## src/source/operand_pkg.sv

```systemverilog
// Operand, product and accumulator widths with their vector types
`default_nettype none

package operand_pkg;

  ////////////////////////////////////////////////////////////////////////////
  // Data path widths
  ////////////////////////////////////////////////////////////////////////////

  // Signed operand as fed into the PE
  localparam int OPERAND_W = 8;
  // Full product of two operands
  localparam int PRODUCT_W = 2 * OPERAND_W;
  // Running sum, wide enough for long accumulation runs
  localparam int ACC_W = 28;

  ////////////////////////////////////////////////////////////////////////////
  // Vector types
  ////////////////////////////////////////////////////////////////////////////

  // Two's complement operand
  typedef logic [OPERAND_W-1:0] operand_t;
  // Unsigned magnitude of an operand, 128 fits for the -128 case
  typedef logic [OPERAND_W-1:0] magnitude_t;
  // Product, unsigned in the tree and signed after sign restore
  typedef logic [PRODUCT_W-1:0] product_t;
  // Accumulator value in two's complement
  typedef logic [ACC_W-1:0] acc_t;

endpackage

`default_nettype wire

```

## src/source/pipeline_pkg.sv

```systemverilog
// Pipeline depth, lookahead grouping and adder tree partial sum types
`default_nettype none

package pipeline_pkg;

  ////////////////////////////////////////////////////////////////////////////
  // Schedule
  ////////////////////////////////////////////////////////////////////////////

  // Enabled edges from operand capture up to the accumulator update
  localparam int PIPE_LATENCY = 9;
  // Register levels between the partial products and the magnitude
  localparam int TREE_LEVELS = 6;

  ////////////////////////////////////////////////////////////////////////////
  // Carry lookahead adder
  ////////////////////////////////////////////////////////////////////////////

  // Bits per generate/propagate group
  localparam int CLA_GROUP_W = 4;
  // Groups covering the accumulator width
  localparam int CLA_GROUPS = 7;

  // Sum of two partial products, the second one shifted by one
  typedef logic [9:0] pair_sum_t;
  // Sum of four partial products, built from two pair sums
  typedef logic [11:0] quad_sum_t;

endpackage

`default_nettype wire

```

## src/source/adder_tree.sv

```systemverilog
// Six level registered shift-and-add tree reducing eight partial products to a magnitude
`timescale 1ns/1ps
`default_nettype none

module adder_tree
  import operand_pkg::*, pipeline_pkg::*;
(
  input  logic                         clk,
  input  logic                         rstn,
  input  logic                         en,
  input  magnitude_t [OPERAND_W-1:0]   pp,
  input  logic                         sign,
  input  logic                         first,
  output product_t                     magnitude,
  output logic                         sign_q,
  output logic                         first_q
);

  // Round one, pp[2n] + 2*pp[2n+1]
  logic [5:0]  l1_lo   [4];
  logic [2:0]  l1_hi_e [4];
  logic [3:0]  l1_hi_o [4];
  logic [4:0]  l2_hi   [4];
  pair_sum_t   l2_pair [4];

  // Round two, pair[2m] + 4*pair[2m+1]
  logic [7:0]  l3_lo   [2];
  logic [2:0]  l3_hi_e [2];
  logic [4:0]  l3_hi_o [2];
  logic [4:0]  l4_hi   [2];
  quad_sum_t   l4_quad [2];

  // Round three, quad[0] + 16*quad[1]
  logic [9:0]  l5_lo;
  logic [2:0]  l5_hi_e;
  logic [6:0]  l5_hi_o;
  logic [6:0]  l6_hi;

  logic [TREE_LEVELS-1:0] sign_pipe;
  logic [TREE_LEVELS-1:0] first_pipe;

  ////////////////////////////////////////////////////////////////////////////
  // High parts, each adding the carry registered by the low part
  ////////////////////////////////////////////////////////////////////////////

  always_comb begin
    for (int n = 0; n < 4; n++) begin
      l2_hi[n] = {2'b0, l1_hi_e[n]} + {1'b0, l1_hi_o[n]} + {4'b0, l1_lo[n][5]};
    end
    for (int m = 0; m < 2; m++) begin
      l4_hi[m] = {2'b0, l3_hi_e[m]} + l3_hi_o[m] + {4'b0, l3_lo[m][7]};
    end
    l6_hi = {4'b0, l5_hi_e} + l5_hi_o + {6'b0, l5_lo[9]};
  end

  ////////////////////////////////////////////////////////////////////////////
  // Data levels
  ////////////////////////////////////////////////////////////////////////////

  always_ff @(posedge clk) begin
    if (en) begin
      // Level 1, low part of each pair and its upper bits
      for (int n = 0; n < 4; n++) begin
        l1_lo[n]   <= {1'b0, pp[2*n][4:0]} + {1'b0, pp[2*n+1][3:0], 1'b0};
        l1_hi_e[n] <= pp[2*n][7:5];
        l1_hi_o[n] <= pp[2*n+1][7:4];
      end

      // Level 2, complete pair sums
      for (int n = 0; n < 4; n++) begin
        l2_pair[n] <= {l2_hi[n], l1_lo[n][4:0]};
      end

      // Level 3, low part of each quad
      for (int m = 0; m < 2; m++) begin
        l3_lo[m]   <= {1'b0, l2_pair[2*m][6:0]} + {1'b0, l2_pair[2*m+1][4:0], 2'b00};
        l3_hi_e[m] <= l2_pair[2*m][9:7];
        l3_hi_o[m] <= l2_pair[2*m+1][9:5];
      end

      // Level 4, complete quad sums
      for (int m = 0; m < 2; m++) begin
        l4_quad[m] <= {l4_hi[m], l3_lo[m][6:0]};
      end

      // Level 5, low part of the final sum
      l5_lo   <= {1'b0, l4_quad[0][8:0]} + {1'b0, l4_quad[1][4:0], 4'b0000};
      l5_hi_e <= l4_quad[0][11:9];
      l5_hi_o <= l4_quad[1][11:5];

      // Level 6, unsigned product
      magnitude <= {l6_hi, l5_lo[8:0]};
    end
  end

  // Sign travels with the data
  always_ff @(posedge clk) begin
    if (en) begin
      sign_pipe <= {sign_pipe[TREE_LEVELS-2:0], sign};
    end
  end

  always_ff @(posedge clk) begin
    if (!rstn) begin
      first_pipe <= '0;
    end else if (en) begin
      first_pipe <= {first_pipe[TREE_LEVELS-2:0], first};
    end
  end

  assign sign_q  = sign_pipe[TREE_LEVELS-1];
  assign first_q = first_pipe[TREE_LEVELS-1];

endmodule

`default_nettype wire

```

## src/source/cla_adder.sv

```systemverilog
// Carry lookahead adder over the accumulator width with grouped generate/propagate
`timescale 1ns/1ps
`default_nettype none

module cla_adder
  import operand_pkg::*, pipeline_pkg::*;
(
  input  acc_t x,
  input  acc_t y,
  output acc_t sum
);

  // Bit level generate, propagate and carry into each bit
  acc_t bit_g;
  acc_t bit_p;
  acc_t bit_c;

  // The top group's carry out is dropped, so it has no group terms
  logic [CLA_GROUPS-2:0] grp_g;
  logic [CLA_GROUPS-2:0] grp_p;
  logic [CLA_GROUPS-1:0] grp_c;

  // Group generate folded from the lowest bit upwards
  function automatic logic group_gen(input logic [CLA_GROUP_W-1:0] g,
                                     input logic [CLA_GROUP_W-1:0] p);
    logic gen;
    gen = 1'b0;
    for (int k = 0; k < CLA_GROUP_W; k++) begin
      gen = g[k] | (p[k] & gen);
    end
    return gen;
  endfunction

  assign bit_g = x & y;
  assign bit_p = x ^ y;

  // No carry in, addition only
  assign grp_c[0] = 1'b0;

  for (genvar i = 0; i < CLA_GROUPS; i++) begin : gen_group
    localparam int LSB = i * CLA_GROUP_W;

    if (i < CLA_GROUPS - 1) begin : gen_lookahead
      assign grp_p[i]   = &bit_p[LSB +: CLA_GROUP_W];
      assign grp_g[i]   = group_gen(bit_g[LSB +: CLA_GROUP_W], bit_p[LSB +: CLA_GROUP_W]);
      // Group lookahead chain
      assign grp_c[i+1] = grp_g[i] | (grp_p[i] & grp_c[i]);
    end

    // Carries inside the group start from the group carry
    assign bit_c[LSB] = grp_c[i];
    for (genvar j = 1; j < CLA_GROUP_W; j++) begin : gen_bit_carry
      assign bit_c[LSB+j] = bit_g[LSB+j-1] | (bit_p[LSB+j-1] & bit_c[LSB+j-1]);
    end
  end

  assign sum = bit_p ^ bit_c;

endmodule

`default_nettype wire

```

## src/source/mac_pe.sv

```systemverilog
// Multiply-accumulate processing element built from its three pipeline stages
`timescale 1ns/1ps
`default_nettype none

module mac_pe
  import operand_pkg::*;
(
  input  logic     clk,
  input  logic     rstn,
  input  logic     en,
  input  logic     first,
  input  operand_t a,
  input  operand_t b,
  output operand_t a_out,
  output operand_t b_out,
  output acc_t     result
);

  magnitude_t [OPERAND_W-1:0] pp;
  logic                       pp_sign;
  logic                       pp_first;
  product_t                   tree_mag;
  logic                       tree_sign;
  logic                       tree_first;

  // Edge k, partial products and forwarding
  partial_product_stage partial_product_stage_inst (
    .clk     (clk),
    .rstn    (rstn),
    .en      (en),
    .first   (first),
    .a       (a),
    .b       (b),
    .pp      (pp),
    .sign    (pp_sign),
    .first_q (pp_first),
    .a_out   (a_out),
    .b_out   (b_out)
  );

  // Edges k+1 to k+6
  adder_tree adder_tree_inst (
    .clk       (clk),
    .rstn      (rstn),
    .en        (en),
    .pp        (pp),
    .sign      (pp_sign),
    .first     (pp_first),
    .magnitude (tree_mag),
    .sign_q    (tree_sign),
    .first_q   (tree_first)
  );

  // Signed product at k+7, accumulator at k+8
  sign_accumulate sign_accumulate_inst (
    .clk       (clk),
    .rstn      (rstn),
    .en        (en),
    .magnitude (tree_mag),
    .sign      (tree_sign),
    .first     (tree_first),
    .result    (result)
  );

endmodule

`default_nettype wire

```

## src/source/partial_product_stage.sv

```systemverilog
// First PE stage with operand magnitudes, partial products, product sign and forwarding
`timescale 1ns/1ps
`default_nettype none

module partial_product_stage
  import operand_pkg::*;
(
  input  logic                         clk,
  input  logic                         rstn,
  input  logic                         en,
  input  logic                         first,
  input  operand_t                     a,
  input  operand_t                     b,
  output magnitude_t [OPERAND_W-1:0]   pp,
  output logic                         sign,
  output logic                         first_q,
  output operand_t                     a_out,
  output operand_t                     b_out
);

  magnitude_t                   a_mag;
  magnitude_t                   b_mag;
  magnitude_t [OPERAND_W-1:0]   pp_next;

  // Conditional two's complement, -128 maps to 0x80
  assign a_mag = a[OPERAND_W-1] ? ~a + OPERAND_W'(1) : a;
  assign b_mag = b[OPERAND_W-1] ? ~b + OPERAND_W'(1) : b;

  // Row i is a_mag gated by bit i of b_mag, weight 2**i applied in the tree
  for (genvar i = 0; i < OPERAND_W; i++) begin : gen_pp
    assign pp_next[i] = b_mag[i] ? a_mag : '0;
  end

  // Payload registers
  always_ff @(posedge clk) begin
    if (en) begin
      pp   <= pp_next;
      sign <= a[OPERAND_W-1] ^ b[OPERAND_W-1];
    end
  end

  // First flag and operands handed to the neighbouring PE
  always_ff @(posedge clk) begin
    if (!rstn) begin
      first_q <= 1'b0;
      a_out   <= '0;
      b_out   <= '0;
    end else if (en) begin
      first_q <= first;
      a_out   <= a;
      b_out   <= b;
    end
  end

endmodule

`default_nettype wire

```

## src/source/sign_accumulate.sv

```systemverilog
// Product sign restore and first-controlled accumulation through the lookahead adder
`timescale 1ns/1ps
`default_nettype none

module sign_accumulate
  import operand_pkg::*;
(
  input  logic     clk,
  input  logic     rstn,
  input  logic     en,
  input  product_t magnitude,
  input  logic     sign,
  input  logic     first,
  output acc_t     result
);

  product_t product;
  logic     first_q;
  acc_t     product_ext;
  acc_t     base;
  acc_t     acc_next;

  // Signed product, negated when the operand signs differ
  always_ff @(posedge clk) begin
    if (en) begin
      product <= sign ? ~magnitude + PRODUCT_W'(1) : magnitude;
    end
  end

  always_ff @(posedge clk) begin
    if (!rstn) begin
      first_q <= 1'b0;
    end else if (en) begin
      first_q <= first;
    end
  end

  assign product_ext = {{(ACC_W-PRODUCT_W){product[PRODUCT_W-1]}}, product};

  // A first pair restarts the sum from its own product
  assign base = first_q ? '0 : result;

  cla_adder cla_adder_inst (
    .x   (product_ext),
    .y   (base),
    .sum (acc_next)
  );

  always_ff @(posedge clk) begin
    if (!rstn) begin
      result <= '0;
    end else if (en) begin
      result <= acc_next;
    end
  end

endmodule

`default_nettype wire

```

## config.mk

```make
export PLATFORM = sky130hd
export DESIGN_NAME = mac_pe
export DESIGN_NICKNAME = d
export VERILOG_FILES = /design/src/source/operand_pkg.sv /design/src/source/pipeline_pkg.sv /design/src/source/adder_tree.sv /design/src/source/cla_adder.sv /design/src/source/mac_pe.sv /design/src/source/partial_product_stage.sv /design/src/source/sign_accumulate.sv
export SDC_FILE = /design/constraint.sdc
export NUM_CORES = 1
export LEC_CHECK = 0
export ABC_CLOCK_PERIOD_IN_PS = 14300
export BUFFER_PORTS_ARGS = -buffer_cell sky130_fd_sc_hd__buf_4
export CAP_MARGIN = 15
export CORE_MARGIN = 4
export CORE_UTILIZATION = 50
export CTS_CLUSTER_SIZE = 24
export DETAILED_ROUTE_END_ITERATION = 8
export PLACE_DENSITY = 0.67
export SYNTH_ARGS = -nofsm -noshare
export SYNTH_HDL_FRONTEND = slang
export SYNTH_SLANG_ARGS = --single-unit
```

## constraint.sdc

```tcl
create_clock -name clk -period 14.3 [get_ports clk]
set_clock_uncertainty 0.1 [all_clocks]
set_input_delay 0.715 -clock clk [delete_from_list [all_inputs] [get_ports clk]]
set_output_delay 0.715 -clock clk [all_outputs]
set_load 0.005 [all_outputs]
```

==> results.md <==
* Result of the run: finished, final reports clean
* Die Footprint at about 30,000 µm²
* Final Slew Violations at 0
* Post-Synthesis Cells at 954
* Via count of the routed design at approximately 7,100
* Final critical delay including setup and external delays at 4.57 ns
* Fraction of final layout cells sized beyond drive strength 1 at 0.123
* Switching portion of total power at 0.244
* Core area at 27,800 µm²
* Data required time of the critical path at 14.60 ns
* Avg Vias per Cell at 4.93
* Slew at the pin closest to its max-slew limit at 1.03 ns
* Sort of element at the start of the critical path: flip-flop
* Ant diodes at 0
* Routed wire length at 20.5 mm
* Unrepaired setup endpoints after global routing: no
* Setup slack, reg-to-reg at 9.73 ns
* Wire length of the first global-routing pass at 35.2 mm
* Post-synthesis share of cell area spent on and, or, nand and nor gates at 0.0773
* Number of cells on the worst reg-to-reg path at 16
* DRC viols at 0
* Number of global-route vias before repair at between 7,000 and 8,000
* CTS H-Tree Depth at 2
* Nature of the critical path endpoint: flip-flop
* Post-route clock period utilization at 0.320
* Smallest hold slack at between 0.3 and 0.4 ns
* # port buffers at 63
* Static power due to leakage at 6.52 nW
* Launching instance or port of the critical path: sign_accumulate_inst.first_q
* Initial antenna violation count at 0
* Pwr Density at between 150 and 200 nW/µm²
* Layout area overhead at 14.9%
* Top cells by area in the synthesized netlist: edfxtp_1, dfxtp_1, ha_1, fa_1, nor2b_1
* End of the worst register-to-register path: sign_accumulate_inst.result[27]
* Hold Path Sink: adder_tree_inst.l2_pair[2][2]
* Number of synthesized register bits at 323
* Cell type contributing the most total cell area after synthesis: edfxtp_1
* Post-synthesis mux area share at 0.0334
* # hold bufs at CTS at 0
* Most instantiated flip-flop cell in the synthesis netlist: edfxtp_1
* Boundary pin count at 64
* Achievable clock frequency at 0.219 GHz
* Clock Path Buffers at 3
* Area of combinational cells with multiple inputs at 4530 µm²
* Count of cells resized by post-cts repair at 0
* Syn nets at 1,085
* Final GP Congestion at 0.784
* Yosys synthesis warning count at 0
* Tightest slew margin relative to the limit at 0.314
* Remaining global-route overflow at 0
* Number of rows in the core area at 61
* Number of enable-type register cells in the synthesized netlist at roughly 270
* Violation count after the first detailed-route iteration at 206
* Most frequent cells after synthesis: edfxtp_1, nor2b_1, inv_1, nor2_1, ha_1
* Fraction of registers with async set/reset at 0
* Final hold violation count at 0
* Power dissipated by switching net loads at 618 µW
* Synth Area in Compound Gates at 0.0470
* Total routing resource utilization after global routing at 0.139
* Area share of the largest cell type after synthesis at 0.578
* Count of cell types in the netlist at 43
* Routed wirelength normalized by instance count at 14.2 µm
* Depth of the worst hold-timing path at 0
* DRT antenna net count at 0
* CTS tree: built
* Proportion of power drawn by flip-flops and latches at 0.487
* DIE WIDTH at 176 µm
* Most repeated cell in the gate-level netlist after synthesis: edfxtp_1
* Clk network pwr share at 0.360
* Xor-xnor portion of the synthesized cell area at 0.0427
* Total half-perimeter wirelength after legalization and detailed placement at 13.5 mm
* Starting density of the core at 0.507
* Adder-Cell Fraction of Synth Area at 0.121
* Avg Synthesized Cell Area at 14.8 µm²
* Post-Route Setup TNS at 0 ns
* Mapped Area at 14,100 µm²
* Cell-internal power at 1.91 mW
* Max Cap Viol at 0
* Clk_lat worst skew at ~0.52 ns
* WP data arrival at 4.87 ns
* Sequential cell area fraction in the yosys report at 0.652
* Worst Min Path Start: adder_tree_inst.l1_lo[2][2]
* Largest net degree at the start of global routing at between 100 and 150
* Hold WC Path Type: flip-flop to flip-flop
* Maximum resistive drop on vdd at between 80 and 90 µV
* Die height at 176 µm
* Clock root buffer master: clkbuf_16
* Total area of sequential cells at roughly 9000 µm²
* Number of post-CTS setup repair buffers at 0
* Beginning of the worst register-to-register path: sign_accumulate_inst.first_q
* Filler cells at 2,208
* 1st-pass router iterations at 4
* Setup violation total in the final timing report at 0
* Crit path kind: flip-flop to flip-flop
* Sink Count at ~320
* Clock buffer count from CTS at 35
* Combinational share of power at 0.152
* Critical Path Fanout Max at 9
* Clock-pin slew on the worst setup and hold paths at 0.06 ns
* Count of nets after finishing at 1,171
* Combinational family with the most area after synthesis: adder cells
## registers in the layout (all words and copies together), names as in the netlist, 8 cells and up
signal / cells
sign_accumulate_inst.product: 16
adder_tree_inst.l1_hi_o: 16
adder_tree_inst.magnitude: 16
adder_tree_inst.l1_lo: 24
partial_product_stage_inst.a_out: 8
adder_tree_inst.l5_lo: 10
adder_tree_inst.l1_hi_e: 12
adder_tree_inst.l2_pair: 40
adder_tree_inst.l3_hi_o: 10
sign_accumulate_inst.result: 28
partial_product_stage_inst.b_out: 8
adder_tree_inst.l3_lo: 16
partial_product_stage_inst.pp: 64
adder_tree_inst.l4_quad: 24
## final cells by class
cell class	count	share of cell area
clock buffers	42	0.0557
repair buffers	67	0.0315
clock inverters	21	0.0180
inverters	81	0.0188
multi-input cells	532	0.280
well taps	378	0.0292
flip-flops and latches	323	0.567
## worst max-delay path by stage
stage / slack [ns] / depth (start not counted) / endpoint
after floorplan: 9.69 / 18 / sign_accumulate_inst.result[27]
after global placement: 9.79 / 16 / sign_accumulate_inst.result[27]
after detailed placement: 9.70 / 16 / sign_accumulate_inst.result[27]
after CTS: 9.69 / 16 / sign_accumulate_inst.result[27]
after global routing: 9.48 / 16 / sign_accumulate_inst.result[27]
final: 9.73 / 16 / sign_accumulate_inst.result[27]
## layout by cell type, fill, tap and decap left out, drive strengths merged
cell / synthesis / final
a21boi: 6 / 6
a21o: 22 / 22
a21oi: 33 / 33
a31o: 1 / 1
a31oi: 2 / 2
a32oi: 2 / 2
and4: 1 / 1
buf: 8 / 67
bufinv: 0 / 5
clkbuf: 10 / 42
clkinv: 2 / 12
clkinvlp: 0 / 5
dfxtp: 52 / 52
edfxtp: 271 / 271
fa: 42 / 42
ha: 69 / 69
inv: 79 / 80
mux2i: 47 / 47
nand2: 25 / 25
nand2b: 6 / 6
nand3: 1 / 1
nand4: 3 / 3
nand4b: 2 / 2
nor2: 77 / 77
nor2b: 84 / 84
nor3: 3 / 3
nor3b: 2 / 2
nor4: 4 / 4
o211a: 6 / 6
o211ai: 1 / 1
o21ai: 13 / 13
o21bai: 4 / 4
o311ai: 1 / 1
o31a: 1 / 1
o31ai: 4 / 4
o41ai: 2 / 2
or4: 1 / 1
xnor2: 51 / 51
xor2: 16 / 16
## metrics by stage
stage	std cells	instance area [µm²]	utilization	total power [mW]	setup WS (ns)
finish	1444	16200	0.583	2.53	9.73
global placement	1381	15000	0.540	1.62	9.79
CTS	1444	16200	0.583	2.57	9.69
floorplan	954	14100	-	1.51	9.69
global route	1444	16200	0.583	2.68	9.48
detailed placement	1381	15000	0.540	1.64	9.70
## power groups by stage
stage	Combinational [mW]	Sequential, mW	Clock, mW
2_1_floorplan	0.270	1.24	0
3_3_place_gp	0.374	1.25	0
3_5_place_dp	0.389	1.26	0
4_1_cts	0.395	1.24	0.939
5_1_grt	0.446	1.25	0.980
6_report	0.385	1.23	0.913
## routing by layer
| metal | global-route usage | wire (µm) | up-vias |
|---|---|---|---|
| met4 | 0.0468 | 507 | 0 |
| met5 | 0 | 0 | - |
| li1 | - | - | 3535 |
| met1 | 0.170 | 8640 | 3426 |
| met2 | 0.245 | 10400 | 126 |
| met3 | 0.0293 | 935 | 38 |
## worst max-delay path, stage by stage (launching register included)
cell,delay [ns]
dfxtp_1,0.48
nor2b_1,0.09
ha_1,0.21
fa_1,0.38
fa_1,0.39
fa_1,0.42
nand4_1,0.11
o211ai_1,0.12
a21oi_1,0.24
a32oi_1,0.19
fa_1,0.43
fa_1,0.40
fa_1,0.38
xor2_1,0.17
o21ai_0,0.10
a32oi_1,0.20
nor2b_1,0.06
## kinds of logic (layout without fill, tap and decap cells)
family	Yosys count	after routing
flops	323	323
simple gates	209	209
fa+ha+maj	111	111
buf+inv	99	211
compound gates	98	98
xor+xnor	67	67
mux	47	47
Power figures use the tool's default switching activity.
